`config.mk`:
```
export PLATFORM = sky130hd
export DESIGN_NAME = radix4_multiplier
export DESIGN_NICKNAME = d
export VERILOG_FILES = /design/src/source/mul_pkg.sv /design/src/source/radix4_multiplier.sv /design/src/source/result_stage.sv /design/src/source/mul_control.sv /design/src/source/product_accumulator.sv /design/src/source/radix4_partial_product.sv /design/src/source/operand_capture.sv /design/src/source/cla_adder.sv
export SDC_FILE = /design/constraint.sdc
export NUM_CORES = 1
export LEC_CHECK = 0
export ABC_AREA = 0
export BUFFER_PORTS_ARGS = -buffer_cell sky130_fd_sc_hd__buf_2
export CELL_PAD_IN_SITES_DETAIL_PLACEMENT = 0
export CELL_PAD_IN_SITES_GLOBAL_PLACEMENT = 1
export CORE_UTILIZATION = 42
export DETAILED_ROUTE_END_ITERATION = 7
export PLACE_DENSITY_LB_ADDON = 0.1
export SLEW_MARGIN = 10
export SYNTH_ARGS = -nofsm -noshare
export SYNTH_HDL_FRONTEND = slang
export SYNTH_SLANG_ARGS = --single-unit
```
`constraint.sdc`:
```
create_clock -name ctl_clk -period 27.3 [get_ports ctl_clk]
set_clock_uncertainty 0.05 [all_clocks]
set_input_delay 4.095 -clock ctl_clk [delete_from_list [all_inputs] [get_ports ctl_clk]]
set_output_delay 4.095 -clock ctl_clk [all_outputs]
set_load 0.05 [all_outputs]
```
`src/source/mul_pkg.sv`:
```
// Radix-4 multiplier definitions
package mul_pkg;

    // Operand and fixed-point format
    localparam int MUL_WIDTH = 32;
    localparam int FRAC_BITS = 8;

    // Multiplier bits retired per cycle, four radix-4 digits
    localparam int STEP_BITS = 8;
    localparam int NUM_STEPS = MUL_WIDTH / STEP_BITS;

    // Partial product of the multiplicand and one slice
    localparam int PART_WIDTH = MUL_WIDTH + STEP_BITS;

    // Lookahead group size of the adders
    localparam int CLA_GROUP = 4;

    typedef logic [MUL_WIDTH-1:0]   operand_t;
    typedef logic [2*MUL_WIDTH-1:0] product_t;
    typedef logic [PART_WIDTH-1:0]  partial_t;
    typedef logic [2:0]             step_t;

    typedef enum logic [1:0] {
        ST_IDLE,
        ST_CALC,
        ST_DONE
    } mul_state_e;

endpackage
```
`src/source/radix4_multiplier.sv`:
```
// Radix-4 iterative multiplier top
`timescale 1ns/1ns

module radix4_multiplier import mul_pkg::*; (
    input  logic     ctl_clk,
    input  logic     reset,
    input  operand_t a,
    input  operand_t b,
    input  logic     trigger,
    output operand_t y,
    output logic     ready,
    output logic     done
);
    logic                 load;
    logic                 step_en;
    logic                 finish;
    operand_t             mcand;
    logic [STEP_BITS-1:0] b_slice;
    partial_t             partial;
    product_t             product;

    mul_control mul_control_i (
        .ctl_clk (ctl_clk),
        .reset   (reset),
        .trigger (trigger),
        .ready   (ready),
        .load    (load),
        .step_en (step_en),
        .finish  (finish)
    );

    operand_capture operand_capture_i (
        .ctl_clk (ctl_clk),
        .reset   (reset),
        .load    (load),
        .step_en (step_en),
        .a       (a),
        .b       (b),
        .mcand   (mcand),
        .b_slice (b_slice)
    );

    radix4_partial_product radix4_partial_product_i (
        .mcand   (mcand),
        .b_slice (b_slice),
        .partial (partial)
    );

    product_accumulator product_accumulator_i (
        .ctl_clk (ctl_clk),
        .reset   (reset),
        .load    (load),
        .step_en (step_en),
        .partial (partial),
        .product (product)
    );

    result_stage result_stage_i (
        .ctl_clk (ctl_clk),
        .reset   (reset),
        .finish  (finish),
        .product (product),
        .y       (y),
        .done    (done)
    );

endmodule

```
`src/source/result_stage.sv`:
```
// Fixed-point result register
`timescale 1ns/1ns

module result_stage import mul_pkg::*; (
    input  logic     ctl_clk,
    input  logic     reset,
    input  logic     finish,
    input  product_t product,
    output operand_t y,
    output logic     done
);
    always_ff @(posedge ctl_clk) begin
        if (!reset) begin
            y    <= '0;
            done <= 1'b0;
        end else begin
            done <= finish;
            if (finish) begin
                // Drop the low fraction bits
                y <= product[FRAC_BITS+MUL_WIDTH-1:FRAC_BITS];
            end
        end
    end

    // One pulse per product
    assert property (@(posedge ctl_clk) disable iff (!reset)
        done |=> !done);

endmodule

```
`src/source/mul_control.sv`:
```
// Multiplier sequencing FSM
`timescale 1ns/1ns

module mul_control import mul_pkg::*; (
    input  logic ctl_clk,
    input  logic reset,
    input  logic trigger,
    output logic ready,
    output logic load,
    output logic step_en,
    output logic finish
);
    mul_state_e state;
    mul_state_e state_next;
    step_t      count;

    always_comb begin
        state_next = state;
        case (state)
            ST_IDLE: begin
                if (trigger) begin
                    state_next = ST_CALC;
                end
            end
            ST_CALC: begin
                if (count == step_t'(NUM_STEPS - 1)) begin
                    state_next = ST_DONE;
                end
            end
            ST_DONE: begin
                // Back to back when trigger stays high
                state_next = trigger ? ST_CALC : ST_IDLE;
            end
            default: begin
                state_next = ST_IDLE;
            end
        endcase
    end

    always_ff @(posedge ctl_clk) begin
        if (!reset) begin
            state <= ST_IDLE;
            count <= '0;
        end else begin
            state <= state_next;
            if (load) begin
                count <= '0;
            end else if (step_en) begin
                count <= count + step_t'(1);
            end
        end
    end

    assign ready   = (state == ST_IDLE) || (state == ST_DONE);
    assign load    = trigger && ready;
    assign step_en = (state == ST_CALC);
    assign finish  = (state == ST_DONE);

    // Busy through all calculation steps after acceptance
    assert property (@(posedge ctl_clk) disable iff (!reset)
        load |=> !ready [*NUM_STEPS] ##1 ready);

    assert property (@(posedge ctl_clk) disable iff (!reset)
        count <= step_t'(NUM_STEPS));

endmodule

```
`src/source/product_accumulator.sv`:
```
// Product accumulator
`timescale 1ns/1ns

module product_accumulator import mul_pkg::*; (
    input  logic     ctl_clk,
    input  logic     reset,
    input  logic     load,
    input  logic     step_en,
    input  partial_t partial,
    output product_t product
);
    product_t          acc;
    logic [PART_WIDTH:0] upper_sum;

    // Upper half plus this step's partial product
    cla_adder #(
        .WIDTH (PART_WIDTH)
    ) acc_adder_i (
        .x   (partial),
        .z   ({{STEP_BITS{1'b0}}, acc[2*MUL_WIDTH-1:MUL_WIDTH]}),
        .sum (upper_sum)
    );

    always_ff @(posedge ctl_clk) begin
        if (!reset) begin
            acc <= '0;
        end else if (load) begin
            acc <= '0;
        end else if (step_en) begin
            acc[2*MUL_WIDTH-1:MUL_WIDTH-STEP_BITS] <= upper_sum[PART_WIDTH-1:0];
            // Finished low bits shift down
            acc[MUL_WIDTH-STEP_BITS-1:0] <= acc[MUL_WIDTH-1:STEP_BITS];
        end
    end

    assign product = acc;

endmodule

```
`src/source/radix4_partial_product.sv`:
```
// Radix-4 partial product array
`timescale 1ns/1ns

module radix4_partial_product import mul_pkg::*; (
    input  operand_t             mcand,
    input  logic [STEP_BITS-1:0] b_slice,
    output partial_t             partial
);
    localparam int NUM_DIGITS = STEP_BITS / 2;

    logic [MUL_WIDTH:0]   mcand_x2;
    logic [MUL_WIDTH+1:0] mcand_x3;

    // Multiple table for one radix-4 digit
    assign mcand_x2 = {mcand, 1'b0};

    cla_adder #(
        .WIDTH (MUL_WIDTH + 1)
    ) x3_adder_i (
        .x   ({1'b0, mcand}),
        .z   (mcand_x2),
        .sum (mcand_x3)
    );

    for (genvar i = 0; i < NUM_DIGITS; i++) begin : row
        logic [1:0]           digit;
        logic [MUL_WIDTH+1:0] sel;
        logic [MUL_WIDTH+2:0] sum;

        assign digit = b_slice[2*i +: 2];

        always_comb begin
            case (digit)
                2'd0:    sel = '0;
                2'd1:    sel = {2'b00, mcand};
                2'd2:    sel = {1'b0, mcand_x2};
                default: sel = mcand_x3;
            endcase
        end

        if (i == 0) begin : first
            assign sum = {1'b0, sel};
        end else begin : add
            // Previous row weighs four times less
            cla_adder #(
                .WIDTH (MUL_WIDTH + 2)
            ) row_adder_i (
                .x   (sel),
                .z   ({1'b0, row[i-1].sum[MUL_WIDTH+2:2]}),
                .sum (sum)
            );
        end

        // Two finished bits per row
        assign partial[2*i +: 2] = sum[1:0];
    end

    // A 32 by 8 bit product fits in 40 bits
    assign partial[PART_WIDTH-1:STEP_BITS] = row[NUM_DIGITS-1].sum[MUL_WIDTH+1:2];

endmodule

```
`src/source/operand_capture.sv`:
```
// Operand capture
`timescale 1ns/1ns

module operand_capture import mul_pkg::*; (
    input  logic                 ctl_clk,
    input  logic                 reset,
    input  logic                 load,
    input  logic                 step_en,
    input  operand_t             a,
    input  operand_t             b,
    output operand_t             mcand,
    output logic [STEP_BITS-1:0] b_slice
);
    operand_t mcand_reg;
    operand_t mplier_reg;

    always_ff @(posedge ctl_clk) begin
        if (!reset) begin
            mcand_reg  <= '0;
            mplier_reg <= '0;
        end else if (load) begin
            mcand_reg  <= a;
            mplier_reg <= b;
        end else if (step_en) begin
            // Next slice moves into the low bits
            mplier_reg <= mplier_reg >> STEP_BITS;
        end
    end

    assign mcand   = mcand_reg;
    assign b_slice = mplier_reg[STEP_BITS-1:0];

endmodule

```
`src/source/cla_adder.sv`:
```
// Carry-lookahead adder
`timescale 1ns/1ns

module cla_adder import mul_pkg::*; #(
    parameter int WIDTH = 32
) (
    input  logic [WIDTH-1:0] x,
    input  logic [WIDTH-1:0] z,
    output logic [WIDTH:0]   sum
);
    localparam int NUM_GROUPS = (WIDTH + CLA_GROUP - 1) / CLA_GROUP;
    localparam int PAD_WIDTH  = NUM_GROUPS * CLA_GROUP;

    logic [PAD_WIDTH-1:0] x_pad;
    logic [PAD_WIDTH-1:0] z_pad;
    logic [PAD_WIDTH:0]   sum_pad;
    logic [NUM_GROUPS:0]  group_c;

    // Zero extension up to whole groups
    assign x_pad = PAD_WIDTH'(x);
    assign z_pad = PAD_WIDTH'(z);
    assign group_c[0] = 1'b0;

    for (genvar i = 0; i < NUM_GROUPS; i++) begin : grp
        logic [CLA_GROUP-1:0] g;
        logic [CLA_GROUP-1:0] p;
        logic [CLA_GROUP:1]   c;
        logic                 cin;

        assign cin = group_c[i];
        assign g   = x_pad[i*CLA_GROUP +: CLA_GROUP] & z_pad[i*CLA_GROUP +: CLA_GROUP];
        assign p   = x_pad[i*CLA_GROUP +: CLA_GROUP] ^ z_pad[i*CLA_GROUP +: CLA_GROUP];

        // Two-level carries inside the group
        assign c[1] = g[0] | (cin & p[0]);
        assign c[2] = g[1] | (g[0] & p[1]) | (cin & p[0] & p[1]);
        assign c[3] = g[2] | (g[1] & p[2]) | (g[0] & p[1] & p[2])
                    | (cin & p[0] & p[1] & p[2]);
        assign c[4] = g[3] | (g[2] & p[3]) | (g[1] & p[2] & p[3])
                    | (g[0] & p[1] & p[2] & p[3])
                    | (cin & p[0] & p[1] & p[2] & p[3]);

        assign sum_pad[i*CLA_GROUP +: CLA_GROUP] = p ^ {c[3:1], cin};

        // Group carry ripples on
        assign group_c[i+1] = c[4];
    end

    assign sum_pad[PAD_WIDTH] = group_c[NUM_GROUPS];

    // Padded bits are zero, so the carry lands at bit WIDTH
    assign sum = sum_pad[WIDTH:0];

endmodule

```
==> results of run 1 <==
[cell families (layout without fill, tap and decap cells)]
kind of cell | count (synthesis) | after routing
adder cells (fa/ha/maj) | 255 | 255
buffers and inverters | 186 | 203
AND/OR/NAND/NOR | 562 | 562
XOR/XNOR | 78 | 78
flip-flops | 158 | 158
multiplexers | 40 | 40
AO/OA/AOI/OAI | 483 | 483
[worst max-delay path: cells and delay by family, from the launching register on]
family,cells,cell delay [ps]
AOI/OAI and AO/OA,30,5210
buffers and inverters,2,140
muxes,1,290
adders and majority gates,17,4700
xor gates and xnor gates,2,320
DFF,1,560
and+or+nand+nor,11,1430
[power by group]
part	total (mW)	leakage, nW	internal (mW)	switching [mW]
sequential	0.255	1.29	0.240	0.0145
combinational	0.207	6.21	0.0809	0.126
clock	0.261	0.307	0.144	0.117
total	0.723	7.80	0.465	0.258
[stage by stage]
step	hold slack, ps	cells	cell area, um^2	power [mW]
floorplan	386	1762	14500	0.406
global route	435	2227	15800	0.763
CTS	409	2227	15800	0.731
global placement	394	2195	15200	0.465
finish	407	2227	15800	0.723
detailed placement	398	2195	15200	0.467
[worst max path at each step]
| stage | start | to | slack, ps | depth (start not counted) |
|---|---|---|---|---|
| 2_1_floorplan | operand_capture_i.mcand[1] | product_accumulator_i.product[63] | 15600 | 63 |
| 3_3_place_gp | operand_capture_i.mcand[2] | product_accumulator_i.product[63] | 14680 | 63 |
| 3_5_place_dp | operand_capture_i.mcand[2] | product_accumulator_i.product[63] | 14480 | 63 |
| 4_1_cts | operand_capture_i.mcand[2] | product_accumulator_i.product[63] | 14460 | 63 |
| 5_1_grt | operand_capture_i.mcand[1] | product_accumulator_i.product[63] | 13220 | 63 |
| 6_report | operand_capture_i.mcand[2] | product_accumulator_i.product[63] | 14450 | 63 |
[metal layers]
metal / up-vias / GRT usage / routed length (um)
met5: - / 0 / 13
met4: 2 / 0.0600 / 615
met3: 49 / 0.0341 / 1760
met2: 259 / 0.368 / 18200
met1: 5869 / 0.328 / 20100
li1: 6171 / - / -
[placed cells by master (no fill, tap or decap), drive strengths merged, types with 56 or more instances in the layout]
| master | instances |
|---|---|
| nand2 | 305 |
| ha | 213 |
| dfxtp | 158 |
| buf | 123 |
| nor2 | 105 |
| a22o | 89 |
| a21oi | 89 |
| a21boi | 64 |
| o21a | 62 |
| xnor2 | 57 |
| inv | 56 |
[area by class of cell]
type                    count  area share
multi-input cells        1418       0.671
repair buffers            123      0.0426
flip-flops and latches    158       0.200
clock buffers              19      0.0287
inverters                  48      0.0114
clock inverters            13      0.0105
well taps                 448      0.0355
==> impl_metrics.tcl, run 1 <==
set metrics [dict create \
    maxCapViolations 0 \
    grt_max_degree 94 \
    yosys.area_share.adder 0.242 \
    p_leak_nw 7.80 \
    rows 67 \
    ctsHoldBuffers 0 \
    ir_drop_uv 48.2 \
    outcome "complete, no violations" \
    cts.repair.resized 0 \
    synthTopCellsByCount "nand2_1, ha_1, dfxtp_1, nor2_1, clkbuf_1" \
    syn_nets 2084 \
    clock_latency_ps 450 \
    die_area_um2 35200 \
    cts.path.max_buffers 2 \
    grt_pass1_wl_um 64800 \
    timing.rr.start "operand_capture_i.mcand[2]" \
    reg2regPathDepth 63 \
    synth_most_common_cell "nand2_1" \
    io_pins 101 \
    drive_gt1_frac 0.119 \
    critPathKind "register to register" \
    antenna_left 0 \
    cts_sinks 158 \
    synth_edf_count 0 \
    synth-compound-area-share 0.240 \
    worstMarginPinSlew_ps 1120 \
    post_cts_buffers 0 \
    synthCells 1762 \
    hold_violations 0 \
    avgViaCountPerCell 5.55 \
    cts_htree_levels 4 \
    routedWlPerCell_um 18.3 \
    antenna_cells 0 \
    synth_top_cell_by_area "dfxtp_1" \
    cts_buffers 17 \
    nets 2088 \
    grt_overflow_total 0 \
    final_util 0.468 \
    n_fill_cell 3465 \
    grt.total_usage 0.232 \
    synthSimpleGateAreaFrac 0.169 \
    gp_congestion 0.840 \
    cp.arrival_ps 13090 \
    cpPeakStageDelay_ps 560 \
    relSlewSlack 0.254 \
    drv_slew 0 \
    initial_core_util 0.430 \
    dr.first_iter.drc_count 701 \
    cp_slowest_cell "dfxtp_1" \
    p_per_area_nw_per_um2 45.8 \
    dieHeight_um 188 \
    synth_area_leaders "dfxtp_1, ha_1, nand2_1" \
    die_w_um 188 \
    rsz0062_at_grt "false" \
    antenna_found_initial 1 \
    final.setup.tns_ps 0 \
    root_buffer "clkbuf_16" \
    dp.final_hpwl_um 28700 \
    core_um2 33700 \
    synth-async-reset-ratio 0 \
    clkSlewWorstSetupHoldPaths_ps 70 \
    place_worst_setup_slack_ps 14480 \
    ys_seq_elements 158 \
    finalWirelength_um 40700 \
    cp_max_fo 12 \
    syn_area_um2 14500 \
    io_buffer_count 100 \
    synth_xor_area_frac 0.0471 \
    vias 12400 \
    synth_top_family_by_area "adder cells" \
    finalCritPeriodShare 0.471 \
    min_path_cells 2 \
    cp_common_cell "o21a_1" \
    multi_input_area_um2 10600 \
    regArea_um2 3160 \
    ys_types 42 \
    cp-start-kind "register" \
    ys.flop_type "dfxtp_1" \
    drt_first_pass_iters 5 \
    min_path_type "register to register" \
    hold_end "product_accumulator_i.product[11]" \
    grt_pass1_vias 11900 \
    cts_tree "yes" \
    largest_reg_flops 56 \
    yosysSeqAreaShare 0.218 \
    route.detailed.drc 0 \
    syn_to_final_growth_pct 8.94 \
    ys.warnings.count 0 \
    min_from "product_accumulator_i.product[11]" \
    avgSynthCellArea_um2 8.22 \
    required_ps 27540 \
    max_freq_mhz 77.8 \
    r2r_slack_ps 14450 \
    endpoint_kind "register" \
    setup_ws_ps 14450 \
    yosysTopAreaCellShare 0.218 \
    setup_viol 0 \
    layout_min_cycle_time_ps 12850 \
    worstReg2RegEnd "product_accumulator_i.product[63]" \
    synth.mux.area_fraction 0.0309 \
]
Power figures use the tool's default switching activity.
==> run 2, diff against run 1 <==
Clock period 27.3 ns to 12.1 ns, I/O delays scaled along.
==> run 2 against run 1 <==
Against the previous run:
- flip-flop and latch count unchanged
- register-to-register slack worse by 14000 ps
- hold slack worse by 3.1 ps
- critical path type unchanged
- critical endpoint unchanged
==> impl_metrics.tcl, run 2 (same netlist as run 1, synthesis figures left out) <==
set metrics [dict create \
    drt_first_pass_iters 5 \
    power.share.combinational 0.322 \
    regArea_um2 3170 \
    dp.final_hpwl_um 29400 \
    cp_max_fo 4 \
    clkSlewWorstSetupHoldPaths_ps 70 \
    io_buffer_count 100 \
    finalCritPeriodShare 0.999 \
    gp_congestion 0.845 \
    finalWirelength_um 41500 \
    p_clk_frac 0.329 \
    hold_violations 0 \
    final_util 0.504 \
    switchingPower_uw 586 \
    cp-start-kind "register" \
    cp_slowest_cell "fa_2" \
    layout_min_cycle_time_ps 12090 \
    root_buffer "clkbuf_16" \
    route.detailed.drc 0 \
    ctsHoldBuffers 0 \
    seq_power_share 0.349 \
    relSlewSlack 0.262 \
    final.setup.tns_ps 0 \
    routedWlPerCell_um 17.6 \
    cp.arrival_ps 12340 \
    cts_buffers 17 \
    cpPeakStageDelay_ps 560 \
    rsz0062_at_grt "true" \
    antenna_found_initial 2 \
    core_um2 33700 \
    crit_buf_inv 3 \
    syn_to_final_growth_pct 17.1 \
    endpoint_kind "register" \
    critPathKind "register to register" \
    required_ps 12350 \
    final_cell_mix "nand2_1, ha_1, dfxtp_1, buf_4" \
    switching_share 0.356 \
    min_path_type "register to register" \
    grt.total_usage 0.235 \
    drive_gt1_frac 0.203 \
    cpLargestDelayFamily "compound AO/OA/AOI/OAI gates" \
    cts_htree_levels 4 \
    reg2regPathDepth 64 \
    clock_latency_ps 460 \
    min_path_cells 2 \
    initial_core_util 0.430 \
    cts_tree "yes" \
    p_leak_nw 8.35 \
    total_power_mw 1.64 \
    max_freq_mhz 82.7 \
    avgViaCountPerCell 5.48 \
    p_per_area_nw_per_um2 96.8 \
    nets 2213 \
    layout_commonest_cell "nand2_1" \
    grt_max_degree 70 \
    grt_pass1_vias 12300 \
    dieHeight_um 188 \
    vias 12900 \
    ir_drop_uv 102 \
    multi_input_area_um2 10900 \
    drv_slew 0 \
    cp_common_cell "o21a_1" \
    n_fill_cell 3397 \
    cts_sinks 158 \
    outcome "complete, no violations" \
    fin_area_um2 17000 \
    rows 67 \
    worstMarginPinSlew_ps 1110 \
    maxCapViolations 0 \
    cp.depth 64 \
    cts.path.max_buffers 2 \
    grt_pass1_wl_um 65600 \
    antenna_left 0 \
    dr.first_iter.drc_count 893 \
    setup_viol 0 \
    hold-worst-slack_ps 404 \
    grt_overflow_total 0 \
    die_w_um 188 \
    largest_reg_flops 56 \
    antenna_cells 0 \
    die_area_um2 35200 \
    p_int_mw 1.06 \
    post_dp_cell_area_um2 15900 \
    io_pins 101 \
]
[run 2: cell count changes in the layout (fill, tap and decap cells not counted), sizes merged]
cell / change
buf: +125
clkinv: +3
inv: -3
bufinv: -2
clkbuf: +1
clkinvlp: +1
[run 2: cell type report]
class,count,share of cell area
Multi-Input combinational cell,1418,0.641
Sequential cell,158,0.187
Timing Repair Buffer,248,0.0949
Tap cell,448,0.0330
Clock buffer,20,0.0275
Inverter,48,0.0106
Clock inverter,12,0.00597
[run 2: what timing repair did]
item,4_1_cts,5_1_grt
setup endpoints to repair,2,4
resized for setup,25,54
pin swaps,2,90
buffers inserted,2,22
[run 2: power by group through the flow]
stage	registers [mW]	logic (mW)	clock network (mW)
2_1_floorplan	0.567	0.349	0
3_3_place_gp	0.585	0.507	0
3_5_place_dp	0.585	0.512	0
4_1_cts	0.574	0.521	0.553
5_1_grt	0.578	0.587	0.574
6_report	0.574	0.530	0.540
[run 2: per-layer routing]
metal | routed length (um) | share of wire | vias up | track usage
met2 | 18900 | 0.46 | 314 | 0.383
met1 | 19700 | 0.48 | 6092 | 0.320
met5 | 0 | 0 | - | 0
met3 | 2230 | 0.054 | 45 | 0.0438
met4 | 618 | 0.015 | 0 | 0.0575
li1 | - | - | 6430 | -
[run 2: path summary, 6_finish.rpt]
kind                                startpoint                                end  slack (ps)
max                 operand_capture_i.mcand[1]  product_accumulator_i.product[63]          10
max reg2reg         operand_capture_i.mcand[1]  product_accumulator_i.product[63]          10
min reg2reg  product_accumulator_i.product[11]  product_accumulator_i.product[11]         400
min          product_accumulator_i.product[11]  product_accumulator_i.product[11]         400
[run 2: per-stage QoR]
stage,setup slack (ps),std cells
global route,-583,2352
floorplan,400,1762
detailed placement,-345,2296
finish,14.5,2352
CTS,-1.34,2330
global placement,-103,2296
[run 2: worst reg2reg max path, delay by kind of cell (launching register included)]
family	cells	cell delay, ps
xor+xnor	2	290
compound gates	30	5000
mux	1	270
fa+ha+maj	17	4430
buf+inv	3	370
flops	1	360
simple gates	11	1230
